`src/rtl/alu_pkg.sv`:
```
`default_nettype none

package alu_pkg;

        localparam int xlen   = 64;
        localparam int apb_aw = 8;
        localparam int apb_dw = 32;
        localparam int cnt_w  = 32;

        // rv64im register-register set, then the 32-bit w forms
        typedef enum logic [4:0] {
                op_add,
                op_sub,
                op_mul,
                op_div,
                op_divu,
                op_rem,
                op_remu,
                op_and,
                op_or,
                op_xor,
                op_sgeu,
                op_sltu,
                op_seq,
                op_sne,
                op_sge,
                op_slt,
                op_sll,
                op_sra,
                op_srl,
                op_addw,
                op_subw,
                op_sllw,
                op_sraw,
                op_srlw,
                op_mulw,
                op_divw,
                op_divuw,
                op_remw,
                op_remuw
        } alu_op_e;

        localparam int unsigned op_last = 28;

        // apb register map
        localparam logic [apb_aw-1:0] reg_ctrl   = 8'h00;
        localparam logic [apb_aw-1:0] reg_status = 8'h04;
        localparam logic [apb_aw-1:0] reg_a_lo   = 8'h08;
        localparam logic [apb_aw-1:0] reg_a_hi   = 8'h0C;
        localparam logic [apb_aw-1:0] reg_b_lo   = 8'h10;
        localparam logic [apb_aw-1:0] reg_b_hi   = 8'h14;
        localparam logic [apb_aw-1:0] reg_res_lo = 8'h18;
        localparam logic [apb_aw-1:0] reg_res_hi = 8'h1C;
        localparam logic [apb_aw-1:0] reg_count  = 8'h20;

        typedef struct packed {
                alu_op_e          op;
                logic [xlen-1:0]  a;
                logic [xlen-1:0]  b;
        } alu_req_t;

        typedef struct packed {
                logic [xlen-1:0]  result;
                logic             dz;
        } alu_rsp_t;

        typedef struct packed {
                logic             done;
                logic             dz_sticky;
                logic [cnt_w-1:0] count;
        } alu_stat_t;

endpackage

`default_nettype wire

```
`src/rtl/alu_exec.sv`:
```
`default_nettype none
`timescale 1ns/10ps

module alu_exec (
        input  logic               clk,
        input  logic               arst_n,
        input  logic               start,
        input  logic               dz_clr,
        input  alu_pkg::alu_rsp_t  rsp,
        output alu_pkg::alu_rsp_t  res,
        output alu_pkg::alu_stat_t stat
);

        // a new start simply overwrites the result
        always_ff @(posedge clk or negedge arst_n) begin
                if (!arst_n) begin
                        res <= '0;
                end else if (start) begin
                        res <= rsp;
                end
        end

        always_ff @(posedge clk or negedge arst_n) begin
                if (!arst_n) begin
                        stat.done  <= 1'b0;
                        stat.count <= '0;
                end else if (start) begin
                        stat.done  <= 1'b1;
                        stat.count <= stat.count + 1'b1;
                end
        end

        // a dividing start in the same cycle as a clear keeps the flag set
        always_ff @(posedge clk or negedge arst_n) begin
                if (!arst_n) begin
                        stat.dz_sticky <= 1'b0;
                end else begin
                        stat.dz_sticky <= (stat.dz_sticky & ~dz_clr) | (start & rsp.dz);
                end
        end

        count_follows_start: assert property (
                @(posedge clk) disable iff (!arst_n)
                !start |=> $stable(stat.count)
        );

endmodule

`default_nettype wire

```
`config.mk`:
```
export PLATFORM = sky130hd
export DESIGN_NAME = alu_exec
export DESIGN_NICKNAME = d
export VERILOG_FILES = /design/src/rtl/alu_pkg.sv /design/src/rtl/alu_exec.sv
export SDC_FILE = /design/constraint.sdc
export NUM_CORES = 1
export LEC_CHECK = 0
export BUFFER_PORTS_ARGS = -buffer_cell sky130_fd_sc_hd__buf_2
export CAP_MARGIN = 20
export CORE_ASPECT_RATIO = 1.75
export CORE_UTILIZATION = 42
export CTS_BUF_LIST = sky130_fd_sc_hd__clkbuf_4 sky130_fd_sc_hd__clkbuf_8
export CTS_CLUSTER_SIZE = 25
export DETAILED_ROUTE_END_ITERATION = 10
export GPL_TIMING_DRIVEN = 1
export HOLD_SLACK_MARGIN = 0.03
export PLACE_DENSITY = 0.72
export SLEW_MARGIN = 20
export SYNTH_ARGS = -nofsm -noshare
export SYNTH_HDL_FRONTEND = slang
export SYNTH_SLANG_ARGS = --single-unit
```
`constraint.sdc`:
```
create_clock -name clk -period 2.3 [get_ports clk]
set_clock_uncertainty 0.2 [all_clocks]
set_input_delay 0.115 -clock clk [delete_from_list [all_inputs] [get_ports clk]]
set_output_delay 0.115 -clock clk [all_outputs]
set_load 0.03 [all_outputs]
```
==> metrics <==
number of global-route vias before repair 3232; Non-Filler Instances 636; Final Hold Vio Count 0; Peak VDD IR 0.5587 mV; Core Area approximately 0.0091 mm2; Fmax 491.8 MHz; register area share after synthesis 62.98%; Slew @ Worst Pin 0.6158 ns; post-route DRC violation count 0; # setup viols final 0; count of flip-flops with a built-in enable after synthesis 0; Skew-Pair Late Insertion Delay 0.37 ns; Post-Syn Area between 0.003 and 0.004 mm2; P per Cell Area 729.7 mW/mm2; die width 75.16 um; Core Util, Final 63.90%; WP data required 2.40 ns; Layout area overhead 47.71%; cell taking the most area after synthesis dfrtp_1; CTS max path bufs 2; flop and latch count out of synthesis 99; full die area 0.009772 mm2; Synth Net Count 340; Setup TNS Final 0 ns; via count 3098; TritonCTS Buffers 9; Hold Crit Class in2async; DRT antenna net count 0; Core Rows between 40 and 50; TritonCTS clock tree yes; Slowest-stage cell, CP dlygate4sd3_1; DR pass1 iterations 4; CP Cell Sequence dlygate4sd3_1, buf_2, buf_6, nand2_1, o21ai_0, dlygate4sd3_1; clock-pin transition on the worst setup and hold timing paths ~0.090 ns; remaining global-route overflow 0; Top cell by count, worst path dlygate4sd3_1; share of Yosys cell area claimed by the top area cell type ~63%; WS Path Type in2reg; ys flop type dfrtp_1; crit end category register; Synth cell types 25; Cells after Synth 270; placed insts 551; Root Buffer clkbuf_8; Mapped Avg Cell Area 14.57 um2; fraction of layout cells with a size suffix above 1 49.61%; die height 130.0 um; Setup Buffers After CTS 0; Worst path max stage delay 0.57 ns; Total GRT Usage 20.64%; Storage cell area 0.002477 mm2; Final Wtd Congestion 0.7915; Slew HR 58.95%; Antenna Cells 0; Post-DP HPWL 6.382 mm; io pins 168; Routed WL 9.536 mm; Critical Path AT 2.14 ns; max_cap viols 0; clock period minus worst slack 2.033 ns; crit-path max FO 68; initial antenna violation count 0; top post-synthesis cells by count dfrtp_1 (99), mux2_2 (65), xnor2_1 (27); DR vias/cell 4.871; most common cell in the synthesized netlist dfrtp_1; Final Slew Violations 0; CP top delay family buffers and inverters; # clock sinks 99; DR iter-0 viols 72; Worst Setup Start Kind input pin; largest net degree at the start of global routing 69; status complete, no violations; WP buf/inv 4; Initial Util a little over two fifths; ranking of synthesized cells by area dfrtp_1 (63%), mux2_2 (19%), xnor2_1 (6.0%); RSZ-0062 raised after global routing no; leakage 2.790 nW; Buffers on Ports 167; DR WL/cell about 15 um; global-route wire length before repair 15.08 mm; Final #Nets 581; final cycle utilization of the critical path 88.40%; CTS H-tree depth 3; area occupied by multi-input gates 0.001405 mm2; async set-reset flop share out of synthesis 100.0%; filler cell count 698; Synth Warn # 0
## power breakdown
part	switching, mW	internal [mW]	leakage [nW]	total (mW)
combinational	0.638	0.411	1.48	1.05
clock	0.579	0.555	0.0994	1.13
sequential	0.139	1.92	1.21	2.06
total	1.36	2.88	2.79	4.24
## cell type report
cell class / count / area share [%]
clock buffer: 12 / 2.627
clock inverter: 4 / 0.8613
inverter: 4 / 0.2584
multi-input combinational: 159 / 24.18
sequential: 99 / 42.64
tap: 120 / 2.584
timing repair buffer: 238 / 26.85
## kinds of logic (layout without fill, tap and decap cells)
group                    Yosys count  in the layout  share of synthesized area (%)
XOR/XNOR                          31             31                          6.902
flip-flops                        99             99                          62.98
adder cells (fa/ha/maj)            1              1                         0.3180
AND/OR/NAND/NOR                   60             60                          9.637
buffers and inverters             12            258                          1.304
AO/OA/AOI/OAI                      2              2                         0.2545
multiplexers                      65             65                          18.61
## per-layer routing
| layer | track usage (%) | up-vias | wire [um] | part of all wire, % |
|---|---|---|---|---|
| li1 | - | 1430 | - | - |
| met1 | 20.67 | 1522 | 3466 | 36 |
| met2 | 37.57 | 120 | 5200 | 55 |
| met3 | 5.560 | 26 | 542 | 5.7 |
| met4 | 11.11 | 0 | 326 | 3.4 |
| met5 | 0 | - | 0 | 0 |
## worst paths after layout
kind                       slack [ns]  depth (start not counted)  startpoint        to
setup reg to reg                 0.39                          4     stat[7]  stat[15]
hold reg to reg                  0.28                          1    stat[31]  stat[31]
max in group asynchronous        1.11                          3      arst_n   stat[9]
setup / recovery                 0.27                          6       start  stat[32]
min in group clk                 0.28                          1    stat[31]  stat[31]
hold / removal                   0.09                          2      arst_n   res[10]
## what timing repair did
item / CTS / global route
hold buffers: 69 / 0
gates resized for setup: 0 / 1
endpoints found under the hold margin: 114 / 0
setup endpoints to repair: 0 / 1
## cells in the final DEF (no fill, tap or decap)
cell type      Yosys  final
and2_1             3      3
and3_1             3      3
and4_1             2      2
buf_12             0      1
buf_2              2    166
buf_4              1      1
buf_6              0      1
bufinv_16          0      1
clkbuf_4           0      2
clkbuf_8           0     10
clkinv_2           0      1
clkinvlp_4         0      2
dfrtp_1           99     99
dlygate4sd3_1      0     69
ha_1               1      1
inv_1              4      4
mux2_2            65     65
nand2_1           12     12
nand3_1           17     17
nand4_1            9      9
nand4_4            1      1
nor2_1             4      4
nor3_1             3      3
nor3_4             1      1
nor4_1             1      1
nor4_2             1      1
nor4_4             1      1
nor4b_4            1      1
o21ai_0            2      2
or2_2              1      1
xnor2_1           27     27
xor2_1             4      4
## metrics by stage
| step | total power, mW | worst slack [ns] | hold slack, ns | cell area [um2] |
|---|---|---|---|---|
| after floorplan | 2.693 | 0.3768 | -0.3806 | 3934 |
| after global placement | 3.023 | 0.4209 | -0.03762 | 4913 |
| after detailed placement | 3.055 | 0.3880 | -0.03622 | 4913 |
| after CTS | 4.290 | 0.1135 | 0.1042 | 5807 |
| after global routing | 4.434 | 0.1425 | 0.1513 | 5811 |
| final | 4.240 | 0.2668 | 0.09114 | 5811 |
## flip-flops by register name (all words and copies together) (netlist names)
register	cells
res	65
stat	34
## worst register-to-register path: cells and delay by family, from the launching register on
kind             cells  cell delay [ns]
XOR/XNOR             1             0.16
flip-flops           1             0.48
AND/OR/NAND/NOR      3             0.97
Note: power is estimated with default switching activity, not from simulation.
