[src/rtl/alu_pkg.sv]
`default_nettype none

package alu_pkg;

        localparam int xlen   = 64;
        localparam int apb_aw = 8;
        localparam int apb_dw = 32;
        localparam int cnt_w  = 32;

        // rv64im register-register set, then the 32-bit w forms
        typedef enum logic [4:0] {
                op_add,
                op_sub,
                op_mul,
                op_div,
                op_divu,
                op_rem,
                op_remu,
                op_and,
                op_or,
                op_xor,
                op_sgeu,
                op_sltu,
                op_seq,
                op_sne,
                op_sge,
                op_slt,
                op_sll,
                op_sra,
                op_srl,
                op_addw,
                op_subw,
                op_sllw,
                op_sraw,
                op_srlw,
                op_mulw,
                op_divw,
                op_divuw,
                op_remw,
                op_remuw
        } alu_op_e;

        localparam int unsigned op_last = 28;

        // apb register map
        localparam logic [apb_aw-1:0] reg_ctrl   = 8'h00;
        localparam logic [apb_aw-1:0] reg_status = 8'h04;
        localparam logic [apb_aw-1:0] reg_a_lo   = 8'h08;
        localparam logic [apb_aw-1:0] reg_a_hi   = 8'h0C;
        localparam logic [apb_aw-1:0] reg_b_lo   = 8'h10;
        localparam logic [apb_aw-1:0] reg_b_hi   = 8'h14;
        localparam logic [apb_aw-1:0] reg_res_lo = 8'h18;
        localparam logic [apb_aw-1:0] reg_res_hi = 8'h1C;
        localparam logic [apb_aw-1:0] reg_count  = 8'h20;

        typedef struct packed {
                alu_op_e          op;
                logic [xlen-1:0]  a;
                logic [xlen-1:0]  b;
        } alu_req_t;

        typedef struct packed {
                logic [xlen-1:0]  result;
                logic             dz;
        } alu_rsp_t;

        typedef struct packed {
                logic             done;
                logic             dz_sticky;
                logic [cnt_w-1:0] count;
        } alu_stat_t;

endpackage

`default_nettype wire

[src/rtl/alu_regs.sv]
`default_nettype none
`timescale 1ns/10ps

module alu_regs (
        input  logic                       clk,
        input  logic                       arst_n,
        input  logic                       psel,
        input  logic                       penable,
        input  logic                       pwrite,
        input  logic [alu_pkg::apb_aw-1:0] paddr,
        input  logic [alu_pkg::apb_dw-1:0] pwdata,
        output logic [alu_pkg::apb_dw-1:0] prdata,
        output logic                       pready,
        output logic                       pslverr,
        output alu_pkg::alu_req_t          req,
        output logic                       start,
        output logic                       dz_clr,
        input  alu_pkg::alu_rsp_t          res,
        input  alu_pkg::alu_stat_t         stat
);

        localparam int dw = alu_pkg::apb_dw;

        alu_pkg::alu_op_e          op_q;
        logic [alu_pkg::xlen-1:0]  a_q;
        logic [alu_pkg::xlen-1:0]  b_q;
        logic                      access;
        logic                      wr;
        logic                      ctrl_wr;
        logic                      op_ok;
        logic                      bad_start;
        logic                      mapped;

        // no wait states
        assign pready = 1'b1;

        assign access    = psel & penable;
        assign wr        = access & pwrite;
        assign ctrl_wr   = wr && (paddr == alu_pkg::reg_ctrl);
        assign op_ok     = (pwdata[4:0] <= 5'(alu_pkg::op_last));
        assign bad_start = ctrl_wr & pwdata[8] & ~op_ok;
        assign start     = ctrl_wr & pwdata[8] & op_ok;
        assign dz_clr    = wr && (paddr == alu_pkg::reg_status) && pwdata[1];

        assign mapped = paddr inside {alu_pkg::reg_ctrl, alu_pkg::reg_status,
                                      alu_pkg::reg_a_lo, alu_pkg::reg_a_hi,
                                      alu_pkg::reg_b_lo, alu_pkg::reg_b_hi,
                                      alu_pkg::reg_res_lo, alu_pkg::reg_res_hi,
                                      alu_pkg::reg_count};
        assign pslverr = access & (~mapped | bad_start);

        always_ff @(posedge clk or negedge arst_n) begin
                if (!arst_n) begin
                        op_q <= alu_pkg::op_add;
                end else if (ctrl_wr && !bad_start) begin
                        op_q <= alu_pkg::alu_op_e'(pwdata[4:0]);
                end
        end

        // operands
        always_ff @(posedge clk) begin
                if (wr) begin
                        case (paddr)
                                alu_pkg::reg_a_lo: a_q[dw-1:0]              <= pwdata;
                                alu_pkg::reg_a_hi: a_q[alu_pkg::xlen-1:dw] <= pwdata;
                                alu_pkg::reg_b_lo: b_q[dw-1:0]              <= pwdata;
                                alu_pkg::reg_b_hi: b_q[alu_pkg::xlen-1:dw] <= pwdata;
                                default: ;
                        endcase
                end
        end

        // the op being written goes straight to the alu on a start write
        assign req = '{op: start ? alu_pkg::alu_op_e'(pwdata[4:0]) : op_q,
                       a:  a_q,
                       b:  b_q};

        always_comb begin
                case (paddr)
                        alu_pkg::reg_ctrl:   prdata = {{(dw - 5){1'b0}}, op_q};
                        alu_pkg::reg_status: prdata = {{(dw - 2){1'b0}}, stat.dz_sticky,
                                                       stat.done};
                        alu_pkg::reg_a_lo:   prdata = a_q[dw-1:0];
                        alu_pkg::reg_a_hi:   prdata = a_q[alu_pkg::xlen-1:dw];
                        alu_pkg::reg_b_lo:   prdata = b_q[dw-1:0];
                        alu_pkg::reg_b_hi:   prdata = b_q[alu_pkg::xlen-1:dw];
                        alu_pkg::reg_res_lo: prdata = res.result[dw-1:0];
                        alu_pkg::reg_res_hi: prdata = res.result[alu_pkg::xlen-1:dw];
                        alu_pkg::reg_count:  prdata = stat.count;
                        default:             prdata = '0;
                endcase
        end

        start_one_cycle: assert property (
                @(posedge clk) disable iff (!arst_n)
                start |=> !start
        );

        dz_clr_one_cycle: assert property (
                @(posedge clk) disable iff (!arst_n)
                dz_clr |=> !dz_clr
        );

        penable_needs_psel: assert property (
                @(posedge clk) disable iff (!arst_n)
                penable |-> psel
        );

endmodule

`default_nettype wire

[config.mk]
export PLATFORM = sky130hd
export DESIGN_NAME = alu_regs
export DESIGN_NICKNAME = d
export VERILOG_FILES = /design/src/rtl/alu_pkg.sv /design/src/rtl/alu_regs.sv
export SDC_FILE = /design/constraint.sdc
export NUM_CORES = 1
export LEC_CHECK = 0
export BUFFER_PORTS_ARGS = -buffer_cell sky130_fd_sc_hd__buf_2
export CAP_MARGIN = 5
export CORE_MARGIN = 3
export CORE_UTILIZATION = 35
export DETAILED_ROUTE_END_ITERATION = 10
export GPL_ROUTABILITY_DRIVEN = 0
export GPL_TIMING_DRIVEN = 0
export PLACE_DENSITY = 0.66
export SYNTH_ARGS = -nofsm -noshare
export SYNTH_HDL_FRONTEND = slang
export SYNTH_SLANG_ARGS = --single-unit
[constraint.sdc]
create_clock -name clk -period 1.7 [get_ports clk]
set_input_delay 0.17 -clock clk [delete_from_list [all_inputs] [get_ports clk]]
set_output_delay 0.17 -clock clk [all_outputs]
set_load 0.01 [all_outputs]
==> summary.log <==
qor: critical_path.timing.critical_path.from_type flip-flop
qor: finish.multi_input_comb_area 0.00255 sq mm
qor: place.place.port_buffers 306
qor: logic_synthesis.synth_flop_type edfxtp_1
qor: timing.period_minus_slack 1.94 ns
qor: finish.layout.nets 984
qor: floorplan.die_ar 0.0197 sq mm
qor: pwr.p_sw 1790 uW
qor: route.first_iter_violations 424
qor: critical_path.timing.critical_path.from b_q[34]$_DFFE_PP_
qor: logic_synthesis.syn_area 0.00632 sq mm
qor: timing.worst_slack -0.238 ns
qor: critical_path.regToRegEndpoint op_q[1]$_DFFE_PN0P_
qor: logic_synthesis.yosys-top-cells-count 128 x edfxtp_1, 45 x mux2i_1, 20 x buf_2
qor: route.routed-via-count 5918
qor: critical_path.worst_r2r_path_depth 2
qor: logic_synthesis.synth.top_cells.by_area edfxtp_1 61%, mux2i_1 7.1%, mux4_2 3.2%
qor: route.drt-total-wl 27100 um
qor: floorplan.floorplan.rows 48
qor: timing.holdWs 0.0462 ns
qor: logic_synthesis.ys_types 51
qor: grt.largest_net_degree_at_the_start_of_global_routing 17
qor: logic_synthesis.synth_seq_cells 133
qor: grt.antenna_violations_before_repair 1
qor: floorplan.io-pin-count 313
qor: logic_synthesis.synthCells 429
qor: clock_tree.tritoncts built
qor: clock_tree.clk-insertion-delay-late 0.41 ns
qor: timing.final.setup.tns -3.21 ns
qor: timing.final-max-slew-violation-count 0
qor: grt.grtUsageTotal 26.4%
qor: place.place.detailed.hpwl 18100 um
qor: logic_synthesis.ys_async_sr_fraction 3.76%
qor: pwr.totalPowerFinal 8080 uW
qor: critical_path.arrival 1.77 ns
qor: clock_tree.ctsHtreeMaxLevel 4
qor: pwr.seq_power_share 44.5%
qor: logic_synthesis.number_of_nets_produced_by_synthesis 573
qor: floorplan.die_x 140 um
qor: pwr.combinationalPowerShare 10.3%
qor: worst_hold_path.worstHoldPathCells 1
qor: pwr.static-leakage-power 0.00427 uW
qor: grt.globalRouteOverflowTotal 0
qor: place.post_placement_setup_slack -1.04 ns
qor: finish.area.growth.synth_to_final 60.9%
qor: logic_synthesis.synth.avg_cell_area 14.7 sq um
qor: critical_path.required 1.53 ns
qor: run.timing.max_cap.violations 0
qor: clock_tree.cts.root.buffer_cell clkbuf_16
qor: grt.number_of_global_route_vias_before_repair 6005
qor: logic_synthesis.yosysMostFrequentCell edfxtp_1
qor: timing.report.final.setup_viol 30
qor: critical_path.timing.reg2reg.setup_slack 0.82 ns
qor: timing.final-hold-violation-count 0
qor: route.drtAntennaViolNets 0
qor: clock_tree.clk_buf_depth 2
qor: route.drc 0
qor: finish.nFillCells 1435
qor: timing.clock_skew 0 ns
qor: pwr.cellPowerDensity 795 mW/mm^2
qor: clock_tree.cts.sinks 133
qor: grt.wire_length_of_the_first_global_routing_pass 38300 um
qor: critical_path.r2r-start op_q[1]$_DFFE_PN0P_
qor: floorplan.die-height 140 um
qor: clock_tree.clk_pin_slew_worst_paths 0.05 ns
qor: finish.area.sequential 0.00397 sq mm
qor: clock_tree.tritoncts.num_buffers 17
qor: pwr.power.switching_fraction 22.1%
qor: critical_path.critical_path_peak_fanout 2
qor: critical_path.critical_path_class reg2out
qor: critical_path.crit_path_end prdata[2]
qor: logic_synthesis.yosysSeqAreaShare 62.8%
qor: pwr.internal_power 6300 uW
qor: pwr.ir_worst_vdd 596 uV
qor: finish.final_core_utilization 58.1%
qor: route.first_pass_iters 4
qor: timing.grt_setup_unrepaired yes
qor: timing.worst_margin_slew 0.676 ns
qor: timing.final.period_utilization 114%
qor: logic_synthesis.synth_top_area_cell edfxtp_1
qor: worst_hold_path.worstHoldPathType in2reg
qor: finish.layout-drive-gt1-share 59.6%
qor: logic_synthesis.synth_largest_type_area_fraction 60.8%
qor: timing.max_slew_margin 54.9%
qor: outcome.violations negative setup slack
qor: timing.fmaxAchievable 0.516 GHz
qor: floorplan.initial_core_utilization 36.1%
qor: outcome.run_status finished, violations left
qor: logic_synthesis.synth.yosys.warnings 0
qor: critical_path.type_of_element_capturing_the_critical_path output port
qor: floorplan.floorplan.core_area 0.0175 sq mm
qor: pwr.clock_power_share 45.2%
qor: route.post_drt_via_cell_ratio 5.48
qor: route.wl_per_cell 25.1 um
qor: logic_synthesis.synth-edff-count 128
state kept, by name, summed over array words and instances (netlist names):
register and cells:
a_q 64, b_q 64, op_q 5
layout make-up:
type                    count  area share (%)
clock inverters            15            1.60
clock buffers              17            4.19
inverters                   1          0.0369
flip-flops and latches    133            39.1
repair buffers            390            23.4
diodes                      1          0.0246
multi-input cells         266            25.1
well taps                 225            2.77
plain buffers              31            3.85
what timing repair did:
item | 4_1_cts | 5_1_grt
endpoints found under the setup margin | 167 | 37
hold endpoints to repair | 109 | 0
cloned | 3 | 1
hold buffers | 27 | 0
gates resized for setup | 116 | 46
pin swaps | 43 | 25
buffers inserted | 38 | 16
layer usage:
layer | GRT usage [%] | vias up | wire (um)
met4 | 8.77 | 0 | 639
met3 | 6.11 | 42 | 2070
met5 | 0 | - | 0
li1 | - | 2603 | -
met2 | 44.0 | 327 | 13300
met1 | 34.0 | 2946 | 11100
critical path, stage by stage (launching register included):
cell,delay [ns]
edfxtp_1,0.41
mux4_2,0.47
a22oi_2,0.19
o21ai_1,0.13
buf_2,0.16
metrics by stage:
stage               area, sq um  std cells
floorplan                  6410        429
global placement           8220        960
detailed placement         8240        962
CTS                        9850       1062
global route              10200       1079
finish                    10200       1079
cell families after synthesis:
group,share of synthesized area [%]
AND/OR/NAND/NOR,8.68
other,0.0594
multiplexers,14.2
flip-flops,62.8
AO/OA/AOI/OAI,11.6
buffers and inverters,2.59
cells in the final DEF, fill, tap and decap left out, types with 4 or more instances in the layout:
master         instances
dfrtp_1                5
a22oi_1                4
a22o_1                 8
nand3_1                9
buf_12                10
nor2b_1                7
o22ai_2                8
mux4_2                 9
nor3_1                 4
mux2i_1               45
a32oi_1                5
nand3b_1               8
a211o_1                5
clkinv_1               5
buf_8                  7
nand2_1               11
nand4_1                4
o21ai_1               14
a21oi_1                8
and3_4                 5
and3_1                 4
dlygate4sd3_1         27
edfxtp_1             128
buf_4                 53
a22oi_2               14
clkbuf_16             18
a221o_1                8
mux2_2                10
buf_2                296
nor2_1                 7
mux2_4                10
buf_6                 22
worst min-delay path by stage:
| stage | from | endpoint |
|---|---|---|
| 2_1_floorplan | arst_n | op_q[0]$_DFFE_PN0P_ |
| 3_3_place_gp | arst_n | op_q[1]$_DFFE_PN0P_ |
| 3_5_place_dp | arst_n | op_q[1]$_DFFE_PN0P_ |
| 4_1_cts | pwdata[4] | a_q[36]$_DFFE_PP_ |
| 5_1_grt | pwdata[4] | a_q[36]$_DFFE_PP_ |
| 6_report | pwdata[4] | a_q[36]$_DFFE_PP_ |
power by group through the flow:
stage          clock network, uW  logic [uW]  registers (uW)
3_5_place_dp                   0         612            3660
4_1_cts                     3700         768            3600
6_report                    3650         832            3600
2_1_floorplan                  0         285            3670
3_3_place_gp                   0         607            3660
5_1_grt                     3840         881            3600
(Power assumes the default switching activity.)
